File: config.mk
export PLATFORM = sky130hd
export DESIGN_NAME = id_stage
export DESIGN_NICKNAME = d
export VERILOG_FILES = /design/src/id_pkg.sv /design/src/id_1ri20.sv /design/src/id_2ri12.sv /design/src/id_select.sv /design/src/id_stage.sv
export SDC_FILE = /design/constraint.sdc
export NUM_CORES = 1
export LEC_CHECK = 0
export BUFFER_PORTS_ARGS = -buffer_cell sky130_fd_sc_hd__buf_2
export CORE_MARGIN = 8
export CORE_UTILIZATION = 53
export CTS_BUF_LIST = sky130_fd_sc_hd__clkbuf_4 sky130_fd_sc_hd__clkbuf_8
export DETAILED_ROUTE_END_ITERATION = 6
export PLACE_DENSITY = 0.91
export SLEW_MARGIN = 20
export SYNTH_ARGS = -nofsm -noshare
export SYNTH_HDL_FRONTEND = slang
export SYNTH_HIERARCHICAL = 1
export SYNTH_SLANG_ARGS = --single-unit
export TNS_END_PERCENT = 1
File: constraint.sdc
create_clock -name clk -period 4.8 [get_ports clk]
set_input_delay 0.96 -clock clk [delete_from_list [all_inputs] [get_ports clk]]
set_output_delay 0.96 -clock clk [all_outputs]
set_load 0.005 [all_outputs]
File: src/id_pkg.sv
package id_pkg;

    // 1RI20 major opcodes, inst[31:25]
    localparam logic [6:0] opc_lu12i     = 7'b0001010;
    localparam logic [6:0] opc_pcaddu12i = 7'b0001110;

    // 2RI12 opcodes, inst[31:22]
    localparam logic [9:0] opc_slti  = 10'b0000001000;
    localparam logic [9:0] opc_sltui = 10'b0000001001;
    localparam logic [9:0] opc_addi  = 10'b0000001010;
    localparam logic [9:0] opc_andi  = 10'b0000001101;
    localparam logic [9:0] opc_ori   = 10'b0000001110;
    localparam logic [9:0] opc_xori  = 10'b0000001111;

    localparam logic [6:0] exc_ine = 7'h0d; // instruction not exist

    typedef enum logic [7:0] {
        alu_nop       = 8'd0,
        alu_lu12i     = 8'd1,
        alu_pcaddu12i = 8'd2,
        alu_slt       = 8'd3,
        alu_sltu      = 8'd4,
        alu_add       = 8'd5,
        alu_and       = 8'd6,
        alu_or        = 8'd7,
        alu_xor       = 8'd8
    } alu_op_e;

    typedef enum logic [2:0] {
        sel_nop   = 3'd0,
        sel_arith = 3'd1,
        sel_logic = 3'd2
    } alu_sel_e;

    typedef logic [4:0] reg_addr_t;

    // exception raised upstream in fetch
    typedef struct packed {
        logic       flag;
        logic [6:0] cause;
    } fetch_exc_t;

    typedef struct packed {
        logic      valid;          // format matched
        logic      reg_write_en;
        reg_addr_t reg_write_addr;
        logic      reg1_read_en;
        reg_addr_t reg1_read_addr;
        logic      reg2_read_en;
        alu_op_e   alu_op;
        alu_sel_e  alu_sel;
        logic [31:0] imm;
    } decode_t;

    localparam decode_t decode_nop = '{
        valid:          1'b0,
        reg_write_en:   1'b0,
        reg_write_addr: 5'd0,
        reg1_read_en:   1'b0,
        reg1_read_addr: 5'd0,
        reg2_read_en:   1'b0,
        alu_op:         alu_nop,
        alu_sel:        sel_nop,
        imm:            32'h0
    };

    // one ID pipeline record
    typedef struct packed {
        logic        valid;
        logic [31:0] pc;
        logic [31:0] inst;
        fetch_exc_t  exc;
        decode_t     dec;
    } id_out_t;

endpackage

File: src/id_1ri20.sv
`timescale 1ns/100ps

module id_1ri20 import id_pkg::*; (
    input  logic [31:0] inst,
    output decode_t     dec
);

    logic [6:0]  opcode;
    logic [19:0] si20;
    reg_addr_t   rd;

    assign opcode = inst[31:25];
    assign si20   = inst[24:5];
    assign rd     = inst[4:0];

    always_comb begin
        dec = decode_nop;
        case (opcode)
            opc_lu12i: begin
                dec.valid          = 1'b1;
                dec.reg_write_en   = 1'b1;
                dec.reg_write_addr = rd;
                dec.alu_op         = alu_lu12i;
                dec.alu_sel        = sel_arith;
                dec.imm            = {si20, 12'b0}; // upper 20 bits
            end
            opc_pcaddu12i: begin
                dec.valid          = 1'b1;
                dec.reg_write_en   = 1'b1;
                dec.reg_write_addr = rd;
                dec.alu_op         = alu_pcaddu12i;
                dec.alu_sel        = sel_arith;
                dec.imm            = {si20, 12'b0}; // added to pc in ex
            end
            default: begin
                dec = decode_nop;
            end
        endcase
        // no source registers in this format
        dec.reg1_read_en   = 1'b0;
        dec.reg1_read_addr = 5'd0;
        dec.reg2_read_en   = 1'b0;
    end

endmodule

File: src/id_2ri12.sv
`timescale 1ns/100ps

module id_2ri12 import id_pkg::*; (
    input  logic [31:0] inst,
    output decode_t     dec
);

    logic [9:0]  opcode;
    logic [11:0] imm12;
    reg_addr_t   rj;
    reg_addr_t   rd;
    logic [31:0] imm_sext;
    logic [31:0] imm_zext;

    assign opcode = inst[31:22];
    assign imm12  = inst[21:10];
    assign rj     = inst[9:5];
    assign rd     = inst[4:0];

    assign imm_sext = {{20{imm12[11]}}, imm12}; // arithmetic group
    assign imm_zext = {20'b0, imm12};           // logic group

    always_comb begin
        dec = decode_nop;
        case (opcode)
            opc_slti: begin
                dec.valid   = 1'b1;
                dec.alu_op  = alu_slt;
                dec.alu_sel = sel_arith;
                dec.imm     = imm_sext;
            end
            opc_sltui: begin
                dec.valid   = 1'b1;
                dec.alu_op  = alu_sltu;
                dec.alu_sel = sel_arith;
                dec.imm     = imm_sext; // still sign extended, compare unsigned
            end
            opc_addi: begin
                dec.valid   = 1'b1;
                dec.alu_op  = alu_add;
                dec.alu_sel = sel_arith;
                dec.imm     = imm_sext;
            end
            opc_andi: begin
                dec.valid   = 1'b1;
                dec.alu_op  = alu_and;
                dec.alu_sel = sel_logic;
                dec.imm     = imm_zext;
            end
            opc_ori: begin
                dec.valid   = 1'b1;
                dec.alu_op  = alu_or;
                dec.alu_sel = sel_logic;
                dec.imm     = imm_zext;
            end
            opc_xori: begin
                dec.valid   = 1'b1;
                dec.alu_op  = alu_xor;
                dec.alu_sel = sel_logic;
                dec.imm     = imm_zext;
            end
            default: begin
                dec = decode_nop;
            end
        endcase

        // register fields common to the whole group
        if (dec.valid) begin
            dec.reg_write_en   = 1'b1;
            dec.reg_write_addr = rd;
            dec.reg1_read_en   = 1'b1;
            dec.reg1_read_addr = rj;
            dec.reg2_read_en   = 1'b0;
        end
    end

endmodule

File: src/id_select.sv
`timescale 1ns/100ps

module id_select import id_pkg::*; (
    input  logic        in_valid,
    input  logic [31:0] pc,
    input  logic [31:0] inst,
    input  fetch_exc_t  fetch_exc,
    input  decode_t     dec_1ri20,
    input  decode_t     dec_2ri12,
    output id_out_t     rec
);

    always_comb begin
        rec = '0;
        if (in_valid) begin
            rec.valid = 1'b1;
            rec.pc    = pc;
            rec.inst  = inst;

            if (fetch_exc.flag) begin
                rec.exc = fetch_exc; // fetch cause wins
                rec.dec = decode_nop;
            end else if (dec_1ri20.valid) begin
                rec.exc = '0;
                rec.dec = dec_1ri20;
            end else if (dec_2ri12.valid) begin
                rec.exc = '0;
                rec.dec = dec_2ri12;
            end else begin
                // no format claimed the word
                rec.exc.flag  = 1'b1;
                rec.exc.cause = exc_ine;
                rec.dec       = decode_nop;
            end
        end
    end

endmodule

File: src/id_stage.sv
`timescale 1ns/100ps

module id_stage import id_pkg::*; (
    input  logic        clk,
    input  logic        reset,
    input  logic        in_valid,
    input  logic [31:0] pc,
    input  logic [31:0] inst,
    input  fetch_exc_t  fetch_exc,
    output id_out_t     out
);

    decode_t dec_1ri20;
    decode_t dec_2ri12;
    id_out_t rec;

    // both format decoders look at the same word
    id_1ri20 id_1ri20_inst (
        .inst (inst),
        .dec  (dec_1ri20)
    );

    id_2ri12 id_2ri12_inst (
        .inst (inst),
        .dec  (dec_2ri12)
    );

    id_select id_select_inst (
        .in_valid  (in_valid),
        .pc        (pc),
        .inst      (inst),
        .fetch_exc (fetch_exc),
        .dec_1ri20 (dec_1ri20),
        .dec_2ri12 (dec_2ri12),
        .rec       (rec)
    );

    // ID pipeline register, loads every cycle
    always_ff @(posedge clk) begin
        if (reset) begin
            out <= '0;
        end else begin
            out <= rec; // bubble arrives as all zeros
        end
    end

endmodule

==> results.md <==
* Worst-path clk slew at 70 ps
* CTS tree: yes
* Final WL at 16300 um
* Die extent in y at between 100 and 150 um
* Largest net degree at the start of global routing at approximately 120
* # Max-Cap Violations at 0
* Initial core utilization at a little over half
* Routed length per instance at about 16 um
* Switching share of power at about 22%
* P_int at between 1500 and 2000 uW
* DR DRC count at 0
* Area of the core at 11800 um2
* Clk buf depth at 2
* # fillers at around 1000
* Setup crit end kind: register
* CTS Hold Bufs at 0
* CP arrival at 3350 ps
* Register area at roughly 2600 um2
* Number of synthesized flops with an enable pin at 0
* Gpl congestion at ~0.8
* Fin crit share at about 64%
* Synth warn at 6
* Critical Path End: out[12]
* Status: completed
* Setup_tns at 0 ps
* Largest regs: out (130)
* Post-synth design cell area at around 6300 um2
* Slew Limit Fails at 0
* Seq/Total Area, Yosys at 41.3%
* Mapped Cells at between 700 and 800
* Final hold viol count at 0
* Critical Path Max Stage Delay at roughly 890 ps
* Hold path cells at 3
* # IOs at 205
* CTS root buf: clkbuf_8
* Die area at approximately 16000 um2
* Fin nets at about 940
* Synth unique cells at 36
* CTS H-tree lvls at 4
* Share of power burned in registers at 44.8%
* Largest Register: out
* Maximum vdd drop at 0.174 mV
* First-pass GRT wire length at around 25000 um
* ANT nets after route at 0
* Setup CP Type: in -> reg
* Crit Path Max Fanout at roughly 120
* Share of cells above drive strength 1 at about a third
* Clock Power Share at between 40% and 50%
* Synth Register Bits at 130
* Post_cts resized at 0
* Yosys top cell area share at between 40 and 50%
* Async S/R FF share, synth at 0%
* Setup crit start kind: input port
* Slowest-stage cell, CP: and2_4
* Synth area leader: dfxtp_1
* Worst EP required at around 5100 ps
* Post-route minimum period at 3050 ps
* Buffers on Ports at around 200
* Comb pwr share at about 7.4%
* Worst-path cell chain: buf_2 > nor2b_2 > and2_4 > nand3b_1 > a21oi_1 > nor2b_1
* Max reg flops at 130
* Delay-heaviest family, CP: simple AND/OR/NAND/NOR gates
* Worst-Margin Slew at ~930 ps
* Crit path from: inst[26]
* Worst slack at placement at approximately 1400 ps
* Psw at about 540 uW
* Dominant cells by area after synthesis: dfxtp_1 41%, nor2b_1 13%, buf_4 7.4%
* Slew headroom at a little under two fifths
* Antenna violations before repair at 2
* Top FF cell, synth: dfxtp_1
* Number of global-route vias before repair at 4697
* Grt total ovfl at 0
* Row count at 40
* Post-CTS setup buffers at 0
* DR pass1 iterations at 4
* Final worst slack at 1750 ps
* Vias at 4951
* Met2 GRT Util at 32.3%
* CTS Sinks at between 100 and 150
* Global-route met1 utilization at a little under a quarter
* Lkg Pwr at between 0.003 and 0.004 uW
* CTS buffer count at 17
* Vias per cell at slightly below 5
* RSZ-0062 raised after global routing: no
* Max frequency at roughly 330 MHz
* Area growth from synthesis to layout at 17.8%
* WP depth at 6
* Hold Path Class: in -> reg
* Synth Area per Inst at a little under 9 um2
* Gr usage total at about a fifth
* HPWL after DPL at 11000 um
* Die width at between 100 and 150 um
* Busiest layer in global routing: met2
* Final setup fails at 0
* Iter 0 DRT Violations at 291
* Pwr/cell area at between 300 and 400 nW/um2
* GR Util met3 at between 7 and 8%
* Multi-input gate area at just over 3000 um2
* Bufs and invs on worst path at 1
## power by group through the flow
stage / logic, uW / clock network [uW] / registers [uW]
finish: 183 / 1180 / 1110
floorplan: 124 / 0 / 1140
CTS: 183 / 1200 / 1110
detailed placement: 182 / 0 / 1130
global placement: 178 / 0 / 1130
global route: 202 / 1250 / 1110
## worst min-delay path by stage
stage / from / slack (ps) / end
after floorplan: in_valid / 1170 / out[129]
after global placement: pc[29] / 1270 / out[126]
after detailed placement: pc[25] / 1280 / out[122]
after CTS: pc[27] / 800 / out[124]
after global routing: pc[22] / 820 / out[119]
final: pc[27] / 840 / out[124]
## cell families after synthesis
logic type,synth area share [%]
and+or+nand+nor,38.7
DFF,41.3
other,0.119
xor gates and xnor gates,0.278
buffers and inverters,12.7
AOI/OAI and AO/OA,6.92
## cell usage after synthesis (4+ instances only)
master / n
nor2b_1: 132
dfxtp_1: 130
nand2_1: 78
and2_1: 65
buf_4: 62
nand3b_1: 58
a21oi_2: 30
a21oi_1: 26
buf_2: 24
and3_1: 23
nor2_1: 21
clkbuf_1: 15
buf_6: 13
and3_2: 7
nor4b_1: 4
## layout by cell type (no fill, tap or decap), drive strengths merged, types with 2 or more instances in the layout
master,synthesis,final
nor4b,5,5
diode,0,2
dfxtp,130,130
bufinv,0,7
conb,2,33
clkinv,0,4
and2,65,65
buf,100,211
o21a,2,2
nand3b,58,58
a21boi,3,3
inv,2,3
clkbuf,15,19
a21oi,56,56
nand2,78,78
nor2,25,25
and3,30,30
nor2b,132,132
nor3,4,4
## stage by stage
stage	hold WS, ps	util (%)	cell area, um2	cells	total power (uW)
after floorplan	1170	-	6410	749	1260
after global placement	1270	58.4	6900	992	1310
after detailed placement	1280	58.4	6900	992	1320
after CTS	804	62.8	7410	1024	2490
after global routing	824	62.8	7420	1026	2560
final	839	62.8	7420	1026	2480
## cell type report
| cell class | count | area share [%] |
|---|---|---|
| antenna | 2 | 0.0675 |
| clock buffer | 19 | 3.53 |
| clock inverter | 13 | 3.42 |
| inverter | 2 | 0.101 |
| multi-input combinational | 502 | 40.8 |
| sequential | 130 | 35.1 |
| tap | 147 | 2.48 |
| timing repair buffer | 211 | 14.5 |
## per-layer routing
layer	vias up	wire length, um
li1	2483	-
met1	2261	7100
met2	188	7570
met3	19	1290
met4	0	289
met5	-	0
Power figures use the tool's default switching activity.
